$ cat src/cpu_pkg.sv
package cpu_pkg;

  // data and byte address width
  localparam int word_w = 16;

  // instruction opcodes, instr[15:12]
  // ALU opcodes sit at 0..7 so the low three bits line up with alu_op_e
  typedef enum logic [3:0] {
    OP_ADD = 4'd0,
    OP_SUB = 4'd1,
    OP_XOR = 4'd2,
    OP_AND = 4'd3,
    OP_SLL = 4'd4,
    OP_SRA = 4'd5,
    OP_ROR = 4'd6,
    OP_OR  = 4'd7,
    OP_LW  = 4'd8,
    OP_SW  = 4'd9,
    OP_LLB = 4'd10,
    OP_LHB = 4'd11,
    OP_B   = 4'd12,
    OP_BR  = 4'd13,
    OP_PCS = 4'd14,
    OP_HLT = 4'd15
  } opcode_e;

  // branch condition, instr[11:9] of B and BR
  typedef enum logic [2:0] {
    COND_NE = 3'd0,
    COND_EQ = 3'd1,
    COND_GT = 3'd2,
    COND_LT = 3'd3,
    COND_GE = 3'd4,
    COND_LE = 3'd5,
    COND_OV = 3'd6,
    COND_AL = 3'd7
  } cond_e;

  typedef enum logic [3:0] {
    ALU_ADD, ALU_SUB, ALU_XOR, ALU_AND, ALU_SLL, ALU_SRA, ALU_ROR, ALU_OR,
    ALU_LLB, ALU_LHB, ALU_PASS_B
  } alu_op_e;

  // write-back source for the register file
  typedef enum logic [1:0] {WB_ALU, WB_MEM, WB_PC} wb_sel_e;

  typedef struct packed {
    logic z;
    logic v;
    logic n;
  } flags_t;

  typedef struct packed {
    logic    reg_we;
    wb_sel_e wb_sel;
    logic    mem_we;
    alu_op_e alu_op;
    // one enable per flag, same layout as flags_t
    flags_t  flag_en;
    logic    is_branch;
    logic    is_br_reg;
    logic    is_hlt;
    cond_e   cond;
  } ctrl_t;

  // program load strobe, addr is a byte address like pc
  typedef struct packed {
    logic              we;
    logic [word_w-1:0] addr;
    logic [word_w-1:0] data;
  } prog_wr_t;

  typedef struct packed {
    logic              valid;
    logic [word_w-1:0] pc;
    logic              reg_we;
    logic [3:0]        rd;
    logic [word_w-1:0] wr_data;
    logic              mem_we;
    logic [word_w-1:0] mem_addr;
    logic [word_w-1:0] mem_wdata;
  } retire_t;

endpackage

$ cat src/alu.sv
`timescale 1ns/1ps

module alu import cpu_pkg::*; (
  input  alu_op_e           alu_op,
  input  logic [word_w-1:0] a,
  input  logic [word_w-1:0] b,
  input  logic [word_w-1:0] imm,
  output logic [word_w-1:0] result,
  output flags_t            flags_nxt
);

  logic [3:0]          shamt;
  logic [word_w-1:0]   sum;
  logic [word_w-1:0]   diff;
  logic [2*word_w-1:0] rot;
  logic                ovf_add;
  logic                ovf_sub;

  // shift amount from the 4-bit immediate
  assign shamt = imm[3:0];
  assign sum   = a + b;
  assign diff  = a - b;

  // rotate by shifting a doubled copy
  assign rot = {a, a} >> shamt;

  // signed overflow when the sign of the result is impossible
  assign ovf_add = (a[word_w-1] == b[word_w-1]) && (sum[word_w-1] != a[word_w-1]);
  assign ovf_sub = (a[word_w-1] != b[word_w-1]) && (diff[word_w-1] != a[word_w-1]);

  always_comb begin
    case (alu_op)
      ALU_ADD: result = sum;
      ALU_SUB: result = diff;
      ALU_XOR: result = a ^ b;
      ALU_AND: result = a & b;
      ALU_SLL: result = a << shamt;
      ALU_SRA: result = $signed(a) >>> shamt;
      ALU_ROR: result = rot[word_w-1:0];
      ALU_OR:  result = a | b;
      // byte merge keeps the other half of a
      ALU_LLB: result = {a[word_w-1:8], imm[7:0]};
      ALU_LHB: result = {imm[7:0], a[7:0]};
      default: result = b;
    endcase
  end

  always_comb begin
    flags_nxt.z = (result == '0);
    flags_nxt.n = result[word_w-1];
    // V only has meaning for add and sub
    case (alu_op)
      ALU_ADD: flags_nxt.v = ovf_add;
      ALU_SUB: flags_nxt.v = ovf_sub;
      default: flags_nxt.v = 1'b0;
    endcase
  end

endmodule

$ cat config.mk
export PLATFORM = sky130hd
export DESIGN_NAME = alu
export DESIGN_NICKNAME = d
export VERILOG_FILES = /design/src/cpu_pkg.sv /design/src/alu.sv
export SDC_FILE = /design/constraint.sdc
export NUM_CORES = 1
export LEC_CHECK = 0
export ABC_AREA = 1
export BUFFER_PORTS_ARGS = -buffer_cell sky130_fd_sc_hd__clkbuf_2
export CAP_MARGIN = 20
export CORE_UTILIZATION = 67
export DETAILED_ROUTE_END_ITERATION = 6
export GPL_TIMING_DRIVEN = 0
export PLACE_DENSITY = 0.95
export SLEW_MARGIN = 20
export SYNTH_ARGS = -nofsm -noshare
export SYNTH_HDL_FRONTEND = slang
export SYNTH_SLANG_ARGS = --single-unit
$ cat constraint.sdc
create_clock -name vclk -period 3.2
set_clock_uncertainty 0.1 [all_clocks]
set_input_delay 0.16 -clock vclk [all_inputs]
set_output_delay 0.16 -clock vclk [all_outputs]
set_load 0.02 [all_outputs]
==> results of run 1 <==
-- placed cells by master, fill, tap and decap left out, drive strengths merged --
cell type    n
buf         38
o41ai        1
inv        157
nand4        7
or2          1
o21ai       28
o211ai       1
o21bai       1
clkbuf      70
xor2         2
nor2       111
ha          50
and2         4
o22ai        3
nand3      258
a21oi       34
nor3         8
nand2      391
fa           2
-- power breakdown --
part	leakage, nW	internal, mW	total (mW)	switching, mW
sequential	0	0	0	0
combinational	3.50	0.289	0.959	0.671
clock	0	0	0	0
total	3.50	0.289	0.959	0.671
-- critical path, cell delays in order --
cell and delay, ps:
clkbuf_2 200, inv_1 70, ha_1 400, inv_1 210, nand2_1 130, nor3_1 290
nand3_1 230, nand3_1 120, nand2_1 50, nand3_1 70, nand2_1 80, inv_1 60
nand3_1 80, nor2_1 200, nand3_1 120, nor2_1 100, clkbuf_2 170
-- stage by stage --
step / area (um^2) / setup WS, ps
floorplan: 5220 / 778
global placement: 5640 / 308
detailed placement: 5640 / 287
CTS: 5640 / 275
global route: 5650 / 26.2
finish: 5650 / 191
-- layout make-up --
type,count,area share
repair buffers,59,0.0523
multi-input cells,902,0.776
well taps,99,0.0219
plain buffers,49,0.0448
inverters,157,0.105
-- synthesized netlist by cell type (all sizes together) --
master	instances
o21ai	28
and2	4
fa	2
o21bai	1
xor2	2
inv	157
nand4	7
o22ai	3
a21oi	34
ha	50
nor2	111
nor3	8
o211ai	1
or2	1
nand3	258
buf	38
o41ai	1
clkbuf	11
nand2	391
-- cell families after synthesis --
| kind of cell | count (synthesis) |
|---|---|
| compound gates | 68 |
| xor+xnor | 2 |
| fa+ha+maj | 52 |
| buf+inv | 206 |
| simple gates | 780 |
-- layer usage --
layer	GRT usage	wire, um
met2	0.802	8790
met3	0.107	2870
met5	0	0
met1	0.583	7300
met4	0.360	1800
-- worst min path at each step --
stage                 endpoint  slack (ps)  start
floorplan           result[13]         410  b[13]
global placement    result[13]         590  b[13]
detailed placement  result[13]         590  b[13]
CTS                 result[13]         590  b[13]
global route        result[14]         630  b[14]
finish              result[13]         590  b[13]
==> impl_metrics.ini, run 1 <==
[run_status]
status = finished with violations
violations = DRC

[worst_setup_path]
cp_max_fo = 7
cp-start-kind = input pin
critPathCapture = flags_nxt[2]
arrival_ps = 2750
crit_type = input pin to output port
critPathLaunch = a[10]
cp-end-kind = output port
required_ps = 2940

[power]
max-vdd-ir-drop_v = 0.000103
power_density_nw_per_um2 = 170
p_leak_nw = 3.50
power_mw = 0.959

[final_layout]
syn_to_final_growth_pct = 8.23
clkbuf_count = 0
nFillCells = 701
seq_cells = 0
n_antenna_cell = 0
postLayoutCoreUtil = 0.766
stdcell_count = 1266
multi_input_area_um2 = 4380
finish.net_count = 1273
regArea_um2 = 0
drive_above_1_share = 0.0994

[sta]
maxSlewViolCount = 0
hold_ws_ps = 592
tightest_slew_ps = 681
relSlewSlack = 0.544
finalCritPeriodShare = 0.940
rsz0062_at_grt = false
report.final.hold_viol_count = 0
setup_viol = 0
min_period_ps = 3010
max_freq_ghz = 0.332
tns_ps = 0

[detailed_routing]
drtAntennaViolNets = 0
routedWlPerCell_um = 16.4
drt-initial-drc-count = 1155
drcViolationCount = 2
firstDrtPassIters = 7
vias = 7682
routed_wl_um = 20800
viasPerCell = 6.07

[synthesis]
ys_top_cells_by_area = nand2_1, nand3_1, ha_1, inv_1, nor2_1
synthAdderAreaFrac = 0.128
synth_compound_area_frac = 0.0676
synth_top_area_cell = nand2_1
seq_area_frac_synth = 0
synthSimpleGateAreaFrac = 0.639
yosysWarningCount = 0
avgSynthCellArea_um2 = 4.71
synth_cells = 1108
syn_nets = 1212
synth.distinct_cells = 31
synth_mux_area_frac = 0
synth_top_family_by_area = simple AND/OR/NAND/NOR gates
synthXorXnorAreaFrac = 0.00336
synth_area_um2 = 5220
synth.top_cell.area_share = 0.276

[grt]
gr-total-overflow = 0
grt_start_max_net_pins = 11
first_global_vias = 6860
grt_usage = 0.498
grt_pass1_wl_um = 32800
antenna_found_initial = 0

[clocking]
cts_hold_buf = 0
cts.repair.resized = 0
post-cts-setup-buffers = 0

[die]
io_pins = 71
dieArea_um2 = 8140
die_h_um = 90.2
start_util = 0.708
die-width_um = 90.2
core_area_um2 = 7370
rows = 31

[placement]
place_hpwl_um = 17000
io_buffers = 59
gp_congestion = 1.13
dpl.cell_count = 1266

[hold_path]
min_path_cells = 4
hold_class = input pin to output port

[flow_run]
cap_violations = 0
No activity file was read; power rests on OpenSTA's default activity.
==> run 2, diff against run 1 <==
--- a/config.mk
+++ b/config.mk
@@ -12,6 +12,7 @@
 export DETAILED_ROUTE_END_ITERATION = 6
 export GPL_TIMING_DRIVEN = 0
 export PLACE_DENSITY = 0.95
+export SETUP_SLACK_MARGIN = 0.2
 export SLEW_MARGIN = 20
 export SYNTH_ARGS = -nofsm -noshare
 export SYNTH_HDL_FRONTEND = slang
==> run 2 against run 1 <==
Compared with the run above: the flow still finishes with violations (DRC); global-route usage stayed put; sequential cell count stayed put; largest power group unchanged; worst hold slack hardly changed; utilization is 0.93 points higher; design area is 1.2% higher; first-iteration DRC count is 0.69% higher; critical endpoint unchanged.
==> impl_metrics.ini, run 2 (synthesized netlist as in run 1, its figures left out) <==
[grt]
first_global_vias = 6860
grt_usage = 0.498
gr-total-overflow = 0
antenna_found_initial = 0
grt_start_max_net_pins = 11
grt_pass1_wl_um = 32800

[power]
max-vdd-ir-drop_v = 0.000116
comb_power_share = 1.000
p_seq_frac = 0
intPower_mw = 0.295
p_leak_nw = 3.51
power_density_nw_per_um2 = 172
clock_power_share = 0
switching_share = 0.700
switchingPower_mw = 0.686

[detailed_routing]
firstDrtPassIters = 7
drcViolationCount = 5
drtAntennaViolNets = 0
drt-initial-drc-count = 1163
routedWlPerCell_um = 16.7
vias = 7815
routed_wl_um = 21200
viasPerCell = 6.17

[die]
die-width_um = 90.2
rows = 31
dieArea_um2 = 8140
start_util = 0.708
die_h_um = 90.2
core_area_um2 = 7370
io_pins = 71

[final_layout]
final_area_um2 = 5710
nFillCells = 683
seq_cells = 0
stdcell_count = 1266
drive_above_1_share = 0.117
regArea_um2 = 0
n_antenna_cell = 0
final_cell_mix = nand2_1, nand3_1, inv_1, nor2_1, clkbuf_2
clkbuf_count = 0
finish.net_count = 1273
syn_to_final_growth_pct = 9.55
layout_commonest_cell = nand2_1
postLayoutCoreUtil = 0.775

[sta]
report.final.hold_viol_count = 0
min_period_ps = 2920
maxSlewViolCount = 0
finalCritPeriodShare = 0.912
fin_ws_ps = 282
relSlewSlack = 0.516
tns_ps = 0
rsz0062_at_grt = false
tightest_slew_ps = 723
setup_viol = 0
max_freq_ghz = 0.343

[worst_setup_path]
arrival_ps = 2660
cp_max_fo = 5
cp-start-kind = input pin
crit_type = input pin to output port
required_ps = 2940
cp-end-kind = output port

[run_status]
violations = DRC
status = finished with violations

[placement]
place_hpwl_um = 17000
gp_congestion = 1.13
dpl.cell_count = 1266
io_buffers = 59
dpl_worst_slack_ps = 287
placed_area_um2 = 5640

[clocking]
post-cts-setup-buffers = 0

[flow_run]
cap_violations = 0

[hold_path]
hold_class = input pin to output port
## run 2: cell count changes in the layout (fill, tap and decap cells not counted), sizes merged
cell,previous run,this run
buf,38,43
clkbuf,70,65
## run 2: worst max-delay path, stage by stage
cell and delay, ps:
clkbuf_2 150, inv_2 100, ha_1 140, inv_1 90, fa_2 360, or2_2 310
nand3_1 110, nand2_1 70, nor2_2 150, nand3_1 80, nor2_1 110, nand2_1 70
nand2_1 110, nand2_1 100, nor2_4 150, nand3_1 120, nor2_1 120, buf_4 150
## run 2: per-layer routing
layer  wire (um)  track usage  vias to the layer above
li1            -            -                     3654
met1        7220        0.583                     3276
met2        8950        0.802                      699
met3        3030        0.107                      186
met4        1970        0.360                        0
met5           0            0                        -
## run 2: cell type report
type,instances,area (um^2),share of cell area
inverter,157,592,0.104
multi-input combinational,902,4440,0.778
timing repair buffer,59,300,0.0526
tap,99,124,0.0217
buffer,49,254,0.0444
## run 2: final timing paths
| path | start | to | slack, ps | depth (start not counted) |
|---|---|---|---|---|
| worst max-delay path | a[0] | flags_nxt[2] | 280 | 18 |
| worst min-delay path | b[13] | result[13] | 590 | 4 |
## run 2: what timing repair did
action / 4_1_cts / 5_1_grt
setup endpoints to repair: 0 / 1
hold buffers: 0 / 0
resized for setup: 0 / 34
## run 2: power by group through the flow
| stage | sequential, mW | combinational (mW) | clock, mW |
|---|---|---|---|
| 3_3_place_gp | 0 | 0.892 | 0 |
| 2_1_floorplan | 0 | 0.643 | 0 |
| 5_1_grt | 0 | 1.06 | 0 |
| 6_report | 0 | 0.981 | 0 |
| 4_1_cts | 0 | 0.913 | 0 |
| 3_5_place_dp | 0 | 0.909 | 0 |
## run 2: stage by stage
stage               power, mW  hold slack [ps]
floorplan               0.643              406
global placement        0.892              590
detailed placement      0.909              594
CTS                     0.913              593
global route             1.06              631
finish                  0.981              592
==> run 3, diff against run 2 <==
==> constraint.sdc (replaced) <==
create_clock -name vclk -period 3.2
set_clock_uncertainty 0.1 [all_clocks]
set_input_delay 0.32 -clock vclk [all_inputs]
set_output_delay 0.32 -clock vclk [all_outputs]
set_load 0.02 [all_outputs]
==> run 3 against run 2 <==
Compared with the run above: the flow now stops in global routing; synthesized cell count is the same; synthesized area is the same.
==> impl_metrics.ini, run 3 <==
[synthesis]
synth_area_um2 = 5220
yosysMostFrequentCell = nand2_1
ys_top_cells_by_area = nand2_1, nand3_1, ha_1, inv_1, nor2_1
synth_top_area_cell = nand2_1
syn_nets = 1212
yosysWarningCount = 0
synth.top_cells.by_count = nand2_1, nand3_1, inv_1
synthXorXnorAreaFrac = 0.00336
synthAdderAreaFrac = 0.128
synthSimpleGateAreaFrac = 0.639
synth.top_cell.area_share = 0.276
synth_compound_area_frac = 0.0676
synth_cells = 1108
synth_top_family_by_area = simple AND/OR/NAND/NOR gates
synth_mux_area_frac = 0
synth.distinct_cells = 31
avgSynthCellArea_um2 = 4.71
seq_area_frac_synth = 0

[run_status]
firstError = [ERROR GRT-0232] Routing congestion too high. Check the congestion heatmap in the GUI.
stop_stage = global routing
status = stopped before the end

[grt]
gr-total-overflow = 43
grt_usage = 0.743
grt_start_max_net_pins = 11

[die]
io_pins = 71
rows = 31
die_h_um = 90.2
die-width_um = 90.2
start_util = 0.708

[placement]
placed_area_um2 = 5640
place_hpwl_um = 17000
io_buffers = 59
gp_congestion = 1.13

[clocking]
cts_hold_buf = 0

[sta]
grt_worst_setup_endpoint = flags_nxt[2]
worstEndpointType = primary output
-- run 3: cell counts after synthesis --
Identical to the previous run, type by type.
-- run 3: metal layers --
| metal | overflow | track usage |
|---|---|---|
| met3 | 0 | 0.552 |
| met4 | 18 | 0.747 |
| met1 | 0 | 0.751 |
| met2 | 25 | 0.934 |
| met5 | 0 | 0.128 |
-- run 3: kinds of logic after synthesis --
| group | count (synthesis) |
|---|---|
| AND/OR/NAND/NOR | 780 |
| buffers and inverters | 206 |
| AO/OA/AOI/OAI | 68 |
| adder cells (fa/ha/maj) | 52 |
| XOR/XNOR | 2 |
-- run 3: through the flow --
stage	setup TNS [ps]	worst slack (ps)	instances	util	hold slack (ps)
after CTS	0	201	1269	0.781	913
after detailed placement	-32.8	-32.8	1266	0.765	914
after global placement	-12.5	-12.5	1266	0.765	910
after floorplan	0	458	1108	-	726
-- run 3: repair_timing --
action,in CTS
hold endpoints to repair,0
pin swaps,4
setup endpoints to repair,1
gates cloned,0
gates resized for setup,31
buffers inserted,3
==> run 4, diff against run 3 <==
--- a/config.mk
+++ b/config.mk
@@ -8,11 +8,10 @@
 export ABC_AREA = 1
 export BUFFER_PORTS_ARGS = -buffer_cell sky130_fd_sc_hd__clkbuf_2
 export CAP_MARGIN = 20
-export CORE_UTILIZATION = 67
+export CORE_UTILIZATION = 40
 export DETAILED_ROUTE_END_ITERATION = 6
 export GPL_TIMING_DRIVEN = 0
-export PLACE_DENSITY = 0.95
-export SETUP_SLACK_MARGIN = 0.2
+export PLACE_DENSITY_LB_ADDON = 0.15
 export SLEW_MARGIN = 20
 export SYNTH_ARGS = -nofsm -noshare
 export SYNTH_HDL_FRONTEND = slang
==> run 4 against run 3 <==
Compared with the run above: the flow now finishes without violations.
==> impl_metrics.ini, run 4 (synthesized netlist as in run 1, its figures left out) <==
[detailed_routing]
drcViolationCount = 0
vias = 7352
firstDrtPassIters = 5
drtAntennaViolNets = 0
routedWlPerCell_um = 17.7
drt-initial-drc-count = 850
viasPerCell = 5.49
routed_wl_um = 23700

[grt]
grt_usage = 0.356
antenna_found_initial = 0
grt_pass1_wl_um = 36200
gr-total-overflow = 0
grt_start_max_net_pins = 11
first_global_vias = 6626

[final_layout]
n_antenna_cell = 0
clkbuf_count = 0
syn_to_final_growth_pct = 12.3
seq_cells = 0
layout_commonest_cell = nand2_1
postLayoutCoreUtil = 0.462
drive_above_1_share = 0.124
final_cell_mix = nand2_1, nand3_1, inv_1, nor2_1, clkbuf_2
regArea_um2 = 0
finish.net_count = 1274

[die]
start_util = 0.412
io_pins = 71
dieArea_um2 = 13500
core_area_um2 = 12700
die_h_um = 116
die-width_um = 116
rows = 41

[worst_setup_path]
crit_type = input pin to output port
cp-start-kind = input pin
arrival_ps = 2610
cp_max_fo = 10
cp-end-kind = output port
required_ps = 2780

[run_status]
status = completed

[placement]
place_hpwl_um = 19700
gp_congestion = 0.976
io_buffers = 59
dpl_worst_slack_ps = -157

[sta]
rsz0062_at_grt = false
max_freq_ghz = 0.330
min_period_ps = 3030
tightest_slew_ps = 759
report.final.hold_viol_count = 0
maxSlewViolCount = 0
relSlewSlack = 0.492
setup_viol = 0
finalCritPeriodShare = 0.948
tns_ps = 0
fin_ws_ps = 167

[clocking]
cts_hold_buf = 0

[power]
power_density_nw_per_um2 = 170
p_leak_nw = 3.52
max-vdd-ir-drop_v = 0.0000619

[flow_run]
cap_violations = 0

[hold_path]
hold_class = input pin to output port
[run 4: cell type report]
type                            count  area [um^2]
Multi-Input combinational cell    902         4470
Buffer                             48          254
Tap cell                          172          215
Timing Repair Buffer               61          330
Inverter                          157          592
Fill cell                        1563         6810
[run 4: worst max-delay path, stage by stage]
cell      delay [ps]
clkbuf_2         130
nor2_1           370
nand2_1          330
inv_1            220
buf_2            290
nand3_1          130
nand4_1          160
nor2_1            50
nand2_1          100
nand2_1           80
nand2_1          110
nor2_4            70
nand3_1           60
nor2_1            40
buf_4            150
[run 4: repair_timing]
item	in CTS	in global routing
pin swaps	0	6
resized for setup	7	46
buffers inserted	0	2
endpoints found under the setup margin	1	2
[run 4: power by group]
| group | switching (mW) | leakage [nW] | internal [mW] |
|---|---|---|---|
| clock | 0 | 0 | 0 |
| sequential | 0 | 0 | 0 |
| combinational | 0.693 | 3.52 | 0.301 |
[run 4: per-stage QoR]
step / power, mW / std cells / hold slack (ps) / area, um^2
after floorplan: 0.643 / 1108 / 726 / 5220
after global placement: 0.941 / 1339 / 921 / 5730
after global routing: 1.10 / 1340 / 951 / 5860
after detailed placement: 0.938 / 1339 / 923 / 5730
after CTS: 0.949 / 1339 / 925 / 5750
final: 0.994 / 1340 / 926 / 5860
[run 4: metal layers]
layer  vias to the layer above  global-route usage  routed length [um]
met5                         -                   0                   0
met4                         0               0.182                1410
met3                        75             0.00882                1510
met2                       333               0.600               10700
met1                      3295               0.467               10000
li1                       3649                   -                   -
[run 4: path summary, 6_finish.rpt]
check / depth (start not counted) / to / slack [ps] / start
worst max-delay path: 15 / flags_nxt[2] / 170 / alu_op[0]
worst min-delay path: 4 / result[13] / 930 / b[13]
